`src/verilog/lock_cfg.svh`:
```
`ifndef LOCK_CFG_SVH
`define LOCK_CFG_SVH

// channel count and datapath widths
`define LOCK_N_CHAN 4     // output channels behind the distributor
`define LOCK_W_IN 32      // pid sum width
`define LOCK_W_OUT 16     // dac word width
`define LOCK_W_MLT 8      // per-channel multiplier width

// front-panel values after reset
`define LOCK_MAX_INIT 26214     // upper output bound
`define LOCK_MIN_INIT (-26214)  // lower output bound
`define LOCK_OUT_INIT 0         // starting output value
`define LOCK_MULT_INIT 1        // unity scaling

`endif

```
`src/verilog/lock_sample_pkg.sv`:
```
`default_nettype none

`include "lock_cfg.svh"

package lock_sample_pkg;

	typedef logic [$clog2(`LOCK_N_CHAN)-1:0] chan_t;   // channel number
	typedef logic signed [`LOCK_W_IN-1:0] pid_sum_t;    // incoming pid sum
	typedef logic signed [`LOCK_W_OUT-1:0] out_word_t;  // dac output word

	// input stream payload
	typedef struct packed {
		chan_t chan;     // target channel
		pid_sum_t sum;   // sum for that channel
	} pid_req_t;

	// output stream payload
	typedef struct packed {
		chan_t chan;      // source channel
		out_word_t word;  // clamped result
	} dac_word_t;

endpackage

`default_nettype wire

```
`src/verilog/lock_panel_pkg.sv`:
```
`default_nettype none

`include "lock_cfg.svh"

package lock_panel_pkg;

	// max, min and init share the output word format
	typedef logic signed [`LOCK_W_OUT-1:0] bound_t;

	// gain applied to each pid sum, always positive
	typedef logic [`LOCK_W_MLT-1:0] mult_t;

endpackage

`default_nettype wire

```
`src/verilog/output_preprocessor.sv`:
```
`timescale 1ns/1ps
`default_nettype none

`include "lock_cfg.svh"

module output_preprocessor
	import lock_sample_pkg::*;
	import lock_panel_pkg::*;
(
	input  wire logic clk_in,
	input  wire logic reset_in,

	// sample stream from the distributor
	input  wire logic in_valid,
	output logic in_ready,        // idle only
	input  pid_sum_t pid_sum,
	input  wire logic lock_en,    // off selects init

	// front-panel parameters
	input  wire logic upd_pulse,  // reload for this channel
	input  bound_t panel_max,
	input  bound_t panel_min,
	input  bound_t panel_init,
	input  mult_t panel_mult,

	// result toward the arbiter
	output logic res_valid,       // result held
	input  wire logic res_ready,  // granted this cycle
	output out_word_t res_data
);

	// headroom for product plus previous value
	localparam int W_CALC = `LOCK_W_IN + `LOCK_W_MLT + 2;

	typedef logic signed [W_CALC-1:0] calc_t;

	bound_t max_q;      // active upper bound
	bound_t min_q;      // active lower bound
	bound_t init_q;     // active init value
	mult_t mult_q;      // active multiplier
	out_word_t prev_q;  // last delivered output

	calc_t scaled;      // sum times multiplier
	calc_t summed;      // plus previous output
	calc_t selected;    // after lock select
	calc_t clip_hi;     // after max clamp
	calc_t clip_lo;     // after min clamp
	out_word_t next_word;

	logic accept;       // sample taken
	logic deliver;      // result taken

	assign in_ready = ~res_valid;
	assign accept = in_valid & in_ready;
	assign deliver = res_valid & res_ready;

	//////////////////////////////////////////////////
	// datapath
	//////////////////////////////////////////////////

	assign scaled = calc_t'(pid_sum) * calc_t'($signed({1'b0, mult_q}));  // mult is unsigned
	assign summed = scaled + calc_t'(prev_q);
	assign selected = lock_en ? summed : calc_t'(init_q);
	assign clip_hi = (selected > calc_t'(max_q)) ? calc_t'(max_q) : selected;
	assign clip_lo = (clip_hi < calc_t'(min_q)) ? calc_t'(min_q) : clip_hi;
	assign next_word = out_word_t'(clip_lo);  // in range after clamp

	//////////////////////////////////////////////////
	// result hold
	//////////////////////////////////////////////////

	always_ff @(posedge clk_in) begin
		if (reset_in) begin
			res_valid <= 1'b0;
		end else if (accept) begin
			res_valid <= 1'b1;    // one cycle after acceptance
		end else if (deliver) begin
			res_valid <= 1'b0;
		end
	end

	always_ff @(posedge clk_in) begin
		if (accept) begin
			res_data <= next_word;
		end
	end

	// previous output follows each delivered word
	always_ff @(posedge clk_in) begin
		if (reset_in) begin
			prev_q <= out_word_t'(`LOCK_OUT_INIT);
		end else if (upd_pulse) begin
			prev_q <= panel_init;  // restart from new init
		end else if (deliver) begin
			prev_q <= res_data;
		end
	end

	//////////////////////////////////////////////////
	// parameter registers
	//////////////////////////////////////////////////

	always_ff @(posedge clk_in) begin
		if (reset_in) begin
			max_q <= bound_t'(`LOCK_MAX_INIT);
			min_q <= bound_t'(`LOCK_MIN_INIT);
			init_q <= bound_t'(`LOCK_OUT_INIT);
			mult_q <= mult_t'(`LOCK_MULT_INIT);
		end else if (upd_pulse) begin
			max_q <= panel_max;
			min_q <= panel_min;
			init_q <= panel_init;
			mult_q <= panel_mult;
		end
	end

endmodule

`default_nettype wire

```
`config.mk`:
```
export PLATFORM = sky130hd
export DESIGN_NAME = output_preprocessor
export DESIGN_NICKNAME = d
export VERILOG_FILES = /design/src/verilog/lock_sample_pkg.sv /design/src/verilog/lock_panel_pkg.sv /design/src/verilog/output_preprocessor.sv
export VERILOG_INCLUDE_DIRS = /design/src /design/src/verilog
export SDC_FILE = /design/constraint.sdc
export NUM_CORES = 1
export LEC_CHECK = 0
export ABC_AREA = 0
export ABC_CLOCK_PERIOD_IN_PS = 15300
export BUFFER_PORTS_ARGS = -buffer_cell sky130_fd_sc_hd__buf_2
export CORE_MARGIN = 4
export CORE_UTILIZATION = 50
export CTS_BUF_LIST = sky130_fd_sc_hd__clkbuf_4
export DETAILED_ROUTE_END_ITERATION = 8
export GPL_TIMING_DRIVEN = 0
export PLACE_DENSITY = 0.68
export SYNTH_ARGS = -nofsm -noshare
export SYNTH_HDL_FRONTEND = slang
export SYNTH_SLANG_ARGS = --single-unit
```
`constraint.sdc`:
```
create_clock -name clk_in -period 15.3 [get_ports clk_in]
set_input_delay 1.53 -clock clk_in [delete_from_list [all_inputs] [get_ports clk_in]]
set_output_delay 1.53 -clock clk_in [all_outputs]
set_load 0.005 [all_outputs]
```
* Yosys cells after proc, flatten, opt, wreduce, memory -nomap -nowiden
Cells that the tools add are included.
** Word-level totals
- Bits in registers :: 89
- Input bits :: 94
- Output and inout bits :: 18
- Logic and storage cells :: 23
** Cells by class
- Add/sub/neg operators :: 1
- Multiply operators :: 1
- $lt $le $gt $ge :: 2
- Mux-type cells :: 7
- Bitwise logic cells :: 3
- Reductions and logical operators :: 2
** Operator list (count)
- 2-to-1 mux 42 bit :: 2
- 2-to-1 mux 16 bit :: 3
- adder 41 x 16 -> 42 bit :: 1
- > comparator 42 x 16 -> 1 bit :: 1
- less-than comparator 42 x 16 -> 1 bit :: 1
- multiplier 32 x 9 -> 41 bit :: 1
- nonzero test 2 bit :: 2
- bitwise AND 1 bit :: 2
- 2-to-1 mux 1 bit :: 2
- NOT 1 bit :: 1

* Depth between registers and ports, before layout
Gate-level depths: netlist (run 1).
- Depth in word-level cells :: 7
- Depth in mapped cells :: 45
- Mapped depth without buffers :: 41

* Least setup slack after synthesis (run 1)
Ideal clock, no wire load.
- Path type :: input to register
- Start point :: input pid_sum[7]
- End point :: register res_data[10], data pin
- Setup time :: 0.260 ns
- Arrival time :: 11.068 ns
- Data required time :: 15.040 ns
- Path slack :: 3.972 ns
- Stages on the path :: 43
- Buffers on the path :: 2
- Path through :: nand2_1 fa_1 inv_1 fa_1 inv_1 fa_1 inv_1 fa_1 inv_1 fa_1 inv_1 ha_1 and4_1 o311a_1 o2111ai_1 a21oi_1 o21ai_0 a21oi_1 [... 7 more ...] nor2_1 a221o_1 a211oi_4 xnor2_1 nor2_2 o21ai_1 or3_1 ha_1 nand4_1 nor3_1 and4_1 o21a_1 a2111o_1 o21ai_0 nand4b_1 o21ai_2 buf_6 mux2_2
** Between the ends
- Word-level cells in the longest chain between the ends :: 7
** RTL lines
- start, declared :: line output_preprocessor.sv:16 : input pid_sum_t pid_sum,
- multiplier 32 x 9 -> 41 bit (*) :: line output_preprocessor.sv:61 : assign scaled = calc_t'(pid_sum) * calc_t'($signed({1'b0, mult_q}));
- adder 41 x 16 -> 42 bit (*) :: line output_preprocessor.sv:62 : assign summed = scaled + calc_t'(prev_q);
- 2-to-1 mux 42 bit (*) :: line output_preprocessor.sv:63 : assign selected = lock_en ? summed : calc_t'(init_q);
- > comparator 42 x 16 -> 1 bit :: line output_preprocessor.sv:64 : assign clip_hi = (selected > calc_t'(max_q)) ? calc_t'(max_q) : selected;
- 2-to-1 mux 42 bit (*) :: line output_preprocessor.sv:64
- less-than comparator 42 x 16 -> 1 bit :: line output_preprocessor.sv:65 : assign clip_lo = (clip_hi < calc_t'(min_q)) ? calc_t'(min_q) : clip_hi;
- 2-to-1 mux 16 bit (*) :: line output_preprocessor.sv:65
- via clip_lo[10] :: line output_preprocessor.sv:47 : calc_t clip_lo;
- end signal, assigned :: line output_preprocessor.sv:84 : res_data <= next_word;
- end, declared :: line output_preprocessor.sv:29 : output out_word_t res_data
Mark *: on every way through the listed nets, which the timed path passes. The rest lies on a longest branch.
A chain may end at the register's enable or synchronous reset.

* Final worst setup path (run 1)
- Start point :: register mult_q[5]
- End point :: register res_data[8], data pin
** Between the ends
- Word-level cells in the longest chain between the ends :: 7
** RTL lines
- start, declared :: line output_preprocessor.sv:40 : mult_t mult_q;
- start signal, assigned :: line output_preprocessor.sv:108 : mult_q <= mult_t'(`LOCK_MULT_INIT);
- start signal, assigned :: line output_preprocessor.sv:113 : mult_q <= panel_mult;
- multiplier 32 x 9 -> 41 bit (*) :: line output_preprocessor.sv:61
- adder 41 x 16 -> 42 bit (*) :: line output_preprocessor.sv:62
- 2-to-1 mux 42 bit (*) :: line output_preprocessor.sv:63
- > comparator 42 x 16 -> 1 bit :: line output_preprocessor.sv:64
- 2-to-1 mux 42 bit (*) :: line output_preprocessor.sv:64
- less-than comparator 42 x 16 -> 1 bit :: line output_preprocessor.sv:65
- 2-to-1 mux 16 bit (*) :: line output_preprocessor.sv:65
- via clip_lo[8] :: line output_preprocessor.sv:47
Marks and branches as above.

==> summary.md, run 1 <==
| Metric | Value |
|---|---|
| Status | `finished clean` |
| Synth Register Bits | `89` |
| Htree depth | `3` |
| First-pass GRT wire length | `69,680 um` |
| Die ar. | `35,290 um2` |
| Crit path to | `res_data[8]` |
| # Post-CTS Setup Buffers | `0` |
| DR pass1 iterations | `5` |
| GRT Total Usage | `24.19%` |
| Max-slew violation count | `0` |
| R2r setup slk | `2640 ps` |
| P_sw | `1700 uW` |
| Ys Warns | `0` |
| Die Span Y | `187.8 um` |
| Core box area | `31,720 um2` |
| Clk Latency, worst-skew pair | `470 ps` |
| ANT nets after route | `0` |
| CTS tree | `done` |
| Top Ports | `112` |
| Critical path peak fanout | `10` |
| Post-route setup TNS | `0 ps` |
| Final worst setup slack | `2643 ps` |
| Place WS | `2240 ps` |
| Layout net count | `2,427` |
| Chip Width | `187.8 um` |
| Synth area leaders | `fa_1 29%, ha_1 13%, dfxtp_1 9.0%` |
| Post-synth EDFFs | `16` |
| Syn Nets | `2,306` |
| Slowest-stage cell, CP | `dfxtp_1` |
| RSZ-0062 raised after global routing | `false` |
| Drt initial violations | `909` |
| Asr flop ratio synth | `0%` |
| Vias in the first global route | `13.25k` |
| CTS root buf | `clkbuf_4` |
| Design Power | `3260 uW` |
| CTS buffer count | `9` |
| Remaining DRCs | `0` |
| Setup CP Type | `reg2reg` |
| IO Port Bufs | `110` |
| Sequential power share | `10.5%` |
| Top-count cell post-synth | `inv_1` |
| Reg2reg path depth | `42` |
| P_leak | `0.009149 uW` |
| Layout Skew | `26.65 ps` |
| Vias/cell | `5.549` |
| Initial antenna violation count | `0` |
| Routed wl met2 | `18,810 um` |
| Total wire length | `41,450 um` |
| Met1 WL | `18,840 um` |
| Worst Path Arrival | `12,890 ps` |
| Comb power frac | `85.5%` |
| Post-cts sizing count | `0` |
| Peak supply drop | `0.1411 mV` |
| Top Layer Used | `met4` |
| Area growth syn-to-layout | `7.311%` |
| Crit. Startpoint | `mult_q[5]` |
| Post-DP HPWL | `35,340 um` |
| Placed standard-cell area | `17,230 um2` |
| P_int | `1560 uW` |
| Crit end category | `flop` |
| CP Data Required Time | `15,530 ps` |
| Vias | `12.93k` |
| Final Hold Vio Count | `0` |
| Final Wtd Congestion | `0.9193` |
| Register area share after synthesis | `12.01%` |
| Min cycle time layout | `12,660 ps` |
| Cell mode on critical path | `fa_1` |
| Worst r2r dst | `res_data[8]` |
| Grt ovf | `0` |
| Hold Crit Class | `reg2reg` |
| CTS clock-pin slew for the worst setup and hold paths | `170 ps` |
| Max_cap viols | `0` |
| Synthesized cell area | `16,170 um2` |
| Top cell type's share of synthesized area | `29.34%` |
| Largest net degree at the start of global routing | `29` |
| Peak Freq | `0.07900 GHz` |
| Post-Synthesis Cells | `1,802` |
| Share of cells above drive strength 1 | `9.803%` |
| Row cnt | `65` |
| Met3 wire length | `2428 um` |
| Largest area contributor in the netlist | `fa_1` |
| Clock Sinks | `89` |
| Switching share of power | `52.15%` |
| Synth Flop Type | `dfxtp_1` |
| # diodes | `0` |
| Nature of the critical path startpoint | `flop` |
| Final setup viols | `0` |
| Mean Syn Cell Area | `8.974 um2` |
| Longest Clk Path Bufs | `2` |
| Clock Power Share | `4.0%` |
| Power Density | `187.9 nW/um2` |
| Initial Util | `50.99%` |
| CP max stage delay | `720 ps` |
| Final worst path period share | `82.73%` |
| Commonest cells post-synth | `306 x inv_1, 237 x fa_1, 174 x nand2_1, 173 x ha_1, 156 x and2_1` |
| Max-slew headroom | `31.20%` |
| Worst flop-to-flop path startpoint | `mult_q[5]` |
| Drt wl/cell | `17.79 um` |
| Distinct cell type count after synthesis | `73` |
| Fin area | `17,350 um2` |
| Worst-margin pin slew | `1032 ps` |
| # hold bufs at CTS | `0` |
==> registers in the layout (all words and copies together) (netlist names) <==
name / flops
init_q: 16
max_q: 16
min_q: 16
prev_q: 16
res_data: 16
mult_q: 8
res_valid: 1
==> per-stage QoR <==
step | instances | hold slack (ps) | utilization [%]
5_1_grt | 2330 | 540.0 | 54.71
6_report | 2330 | 515.0 | 54.71
4_1_cts | 2330 | 515.2 | 54.71
3_3_place_gp | 2314 | 468.4 | 54.31
3_5_place_dp | 2314 | 482.6 | 54.32
2_1_floorplan | 1802 | 456.1 | -
==> power by group through the flow <==
stage               combinational [uW]  clock [uW]  sequential, uW
global route                      3140         141             346
detailed placement                2740           0             347
finish                            2790         130             342
floorplan                         2080           0             333
global placement                  2670           0             346
CTS                               2770         133             342
==> per-layer routing <==
layer / vias to the layer above / GRT usage (%)
met2: 425 / 38.61
met3: 76 / 3.407
met1: 6317 / 34.46
met4: 0 / 7.284
li1: 6111 / -
met5: - / 0
==> cell usage in the layout (no fill, tap or decap), types with 8 or more instances in the layout <==
master      n
o21ai_0    46
nor3_1      9
clkbuf_1   51
buf_2     110
inv_1     305
fa_1      237
edfxtp_1   16
o211ai_1   22
mux2_4     10
nand4_1    13
ha_1      173
mux2_2     29
mux2i_1    57
a21oi_1    72
and3_1      8
a21o_1     46
nand3_1    17
dfxtp_1    73
nand2_1   174
xor2_1     10
clkbuf_4   10
nor2_1     86
a211oi_1   24
xnor2_1    24
o21a_1     16
nor2b_1    10
and2_1    156
a31oi_1    14
==> cell type report <==
cell class | count | area, um2
plain buffers | 59 | 244.0
clock buffers | 10 | 75.07
clock inverters | 6 | 51.30
fillers | 2891 | 14360
inverters | 308 | 1156
multi-input cells | 1346 | 12830
flip-flops and latches | 89 | 1942
well taps | 402 | 503.0
repair buffers | 110 | 550.5
==> cells by family (layout without fill, tap and decap cells) <==
| kind of cell | after synthesis | in the layout | share of synthesized area [%] |
|---|---|---|---|
| flip-flops | 89 | 89 | 12.01 |
| AO/OA/AOI/OAI | 292 | 292 | 12.02 |
| XOR/XNOR | 35 | 35 | 1.942 |
| multiplexers | 96 | 96 | 6.476 |
| AND/OR/NAND/NOR | 513 | 513 | 16.17 |
| adder cells (fa/ha/maj) | 410 | 410 | 42.72 |
| buffers and inverters | 367 | 493 | 8.658 |
==> worst min-delay path by stage <==
| stage | from | slack [ps] | to | depth (start not counted) |
|---|---|---|---|---|
| after floorplan | init_q[10] | 460 | init_q[10] | 2 |
| after global placement | init_q[10] | 470 | init_q[10] | 2 |
| after detailed placement | init_q[11] | 480 | init_q[11] | 2 |
| after CTS | init_q[11] | 520 | init_q[11] | 2 |
| after global routing | min_q[12] | 540 | min_q[12] | 2 |
| final | init_q[11] | 510 | init_q[11] | 2 |
==> worst max-delay path, delay by kind of cell, from the launching register on <==
family                   cells  cell delay, ps
AO/OA/AOI/OAI               14            3600
XOR/XNOR                     1             190
buffers and inverters        6            1320
adder cells (fa/ha/maj)      8            3380
multiplexers                 1             360
flip-flops                   1             720
AND/OR/NAND/NOR             12            2810
Power figures use the tool's default switching activity.
==> run 2, diff against run 1 <==
--- a/config.mk
+++ b/config.mk
@@ -7,7 +7,7 @@
 export NUM_CORES = 1
 export LEC_CHECK = 0
 export ABC_AREA = 0
-export ABC_CLOCK_PERIOD_IN_PS = 15300
+export ABC_CLOCK_PERIOD_IN_PS = 12400
 export BUFFER_PORTS_ARGS = -buffer_cell sky130_fd_sc_hd__buf_2
 export CORE_MARGIN = 4
 export CORE_UTILIZATION = 50
==> constraint.sdc (replaced) <==
create_clock -name clk_in -period 12.4 [get_ports clk_in]
set_input_delay 1.24 -clock clk_in [delete_from_list [all_inputs] [get_ports clk_in]]
set_output_delay 1.24 -clock clk_in [all_outputs]
set_load 0.005 [all_outputs]
==> summary.md, run 2 (synthesis results as in run 1) <==
| Metric | Value |
|---|---|
| Hold Slack | `514.7 ps` |
| Longest Clk Path Bufs | `2` |
| Power Density | `233.8 nW/um2` |
| Layout net count | `2,429` |
| Largest net degree at the start of global routing | `29` |
| Min-delay src | `init_q[11]` |
| Grt ovf | `0` |
| Final worst path period share | `95.44%` |
| Drt wl/cell | `17.88 um` |
| Finished Core Util | `54.97%` |
| Max-slew headroom | `32.83%` |
| Crit end category | `flop` |
| Peak supply drop | `0.1961 mV` |
| Remaining DRCs | `0` |
| Final setup viols | `0` |
| Clk Latency, worst-skew pair | `470 ps` |
| Htree depth | `3` |
| # fillers | `2,879` |
| Register Area | `1943 um2` |
| Slowest-stage cell, CP | `fa_1` |
| Vias | `12.92k` |
| Layout Skew | `23.56 ps` |
| Row cnt | `65` |
| Die Span Y | `187.8 um` |
| Worst Path Arrival | `12,070 ps` |
| IO Port Bufs | `110` |
| CP max stage delay | `560 ps` |
| RSZ-0062 raised after global routing | `false` |
| Clock Sinks | `89` |
| Place WS | `-370.1 ps` |
| ANT nets after route | `0` |
| Vias/cell | `5.541` |
| DR pass1 iterations | `5` |
| Worst flop-to-flop path startpoint | `mult_q[5]` |
| Core box area | `31,720 um2` |
| Status | `finished clean` |
| Final worst setup slack | `564.9 ps` |
| CTS root buf | `clkbuf_4` |
| Min cycle time layout | `11,840 ps` |
| CTS buffer count | `9` |
| Multi-input gate area | `12,880 um2` |
| CTS clock-pin slew for the worst setup and hold paths | `150 ps` |
| Total wire length | `41,700 um` |
| Post-DP HPWL | `35,340 um` |
| Nature of the critical path startpoint | `primary input` |
| Initial antenna violation count | `1` |
| P_leak | `0.009203 uW` |
| # diodes | `0` |
| GRT Total Usage | `24.19%` |
| CP Data Required Time | `12,630 ps` |
| Max_cap viols | `0` |
| Initial Util | `50.99%` |
| Die ar. | `35,290 um2` |
| Drt initial violations | `945` |
| Most frequent cells in the layout | `305 x inv_1, 237 x fa_1, 174 x nand2_1, 173 x ha_1, 156 x and2_1` |
| # hold bufs at CTS | `0` |
| Reg2reg path depth | `42` |
| Worst-margin pin slew | `1007 ps` |
| Final Hold Vio Count | `0` |
| Commonest non-fill, non-tap cell in the layout | `inv_1` |
| First-pass GRT wire length | `69,680 um` |
| Share of cells above drive strength 1 | `10.93%` |
| CTS tree | `done` |
| Placed standard-cell area | `17,230 um2` |
| Hold path depth | `2` |
| Top Ports | `112` |
| Max-slew violation count | `0` |
| Crit. Startpoint | `pid_sum[8]` |
| Peak Freq | `0.08449 GHz` |
| Hold Crit Class | `reg2reg` |
| Area growth syn-to-layout | `7.822%` |
| Final Wtd Congestion | `0.9193` |
| Vias in the first global route | `13.25k` |
| Critical path peak fanout | `10` |
| Fin area | `17,440 um2` |
| Setup CP Type | `in2reg` |
| Chip Width | `187.8 um` |
| Cell mode on critical path | `fa_1` |
run 2: cell types whose count changed in the layout (fill, tap and decap cells not counted), sizes merged:
cell    previous run  this run
clkbuf            61        60
buf              118       121
run 2: worst paths after layout:
| path | to | slack [ps] |
|---|---|---|
| setup / recovery | res_data[8] | 560 |
| hold / removal | init_q[11] | 510 |
| hold reg to reg | init_q[11] | 510 |
| setup reg to reg | res_data[8] | 610 |
run 2: through the flow:
step	power [uW]	cells	TNS [ps]
4_1_cts	4004	2330	0
3_5_place_dp	3813	2314	-4112
6_report	4077	2332	0
3_3_place_gp	3722	2314	-3816
2_1_floorplan	2983	1802	0
5_1_grt	4522	2332	0
run 2: area by class of cell:
cell class | count | share of cell area (%)
well taps | 402 | 2.885
plain buffers | 59 | 1.493
flip-flops and latches | 89 | 11.14
clock buffers | 10 | 0.4305
clock inverters | 6 | 0.2942
multi-input cells | 1346 | 73.88
inverters | 308 | 6.630
repair buffers | 112 | 3.243
run 2: critical path: cells and delay by family:
kind,cells,cell delay [ps]
compound gates,13,3520
fa+ha+maj,8,3430
buf+inv,6,820
simple gates,13,2440
mux,2,630
run 2: timing repair:
action | 4_1_cts | 5_1_grt
buffers inserted | 0 | 2
pin swaps | 0 | 3
resized for setup | 3 | 33
endpoints found under the setup margin | 15 | 16
run 2: power by group:
part           switching, uW  total, uW  internal [uW]
logic                   1970       3490           1520
registers               42.8        423            380
clock network            115        161           46.5
run 2: layer usage:
layer	vias up	share of wire, %	global-route usage (%)
met2	435	46	38.61
met5	-	0	0
met3	66	6.2	3.407
li1	6121	-	-
met1	6300	45	34.46
met4	0	2.9	7.284
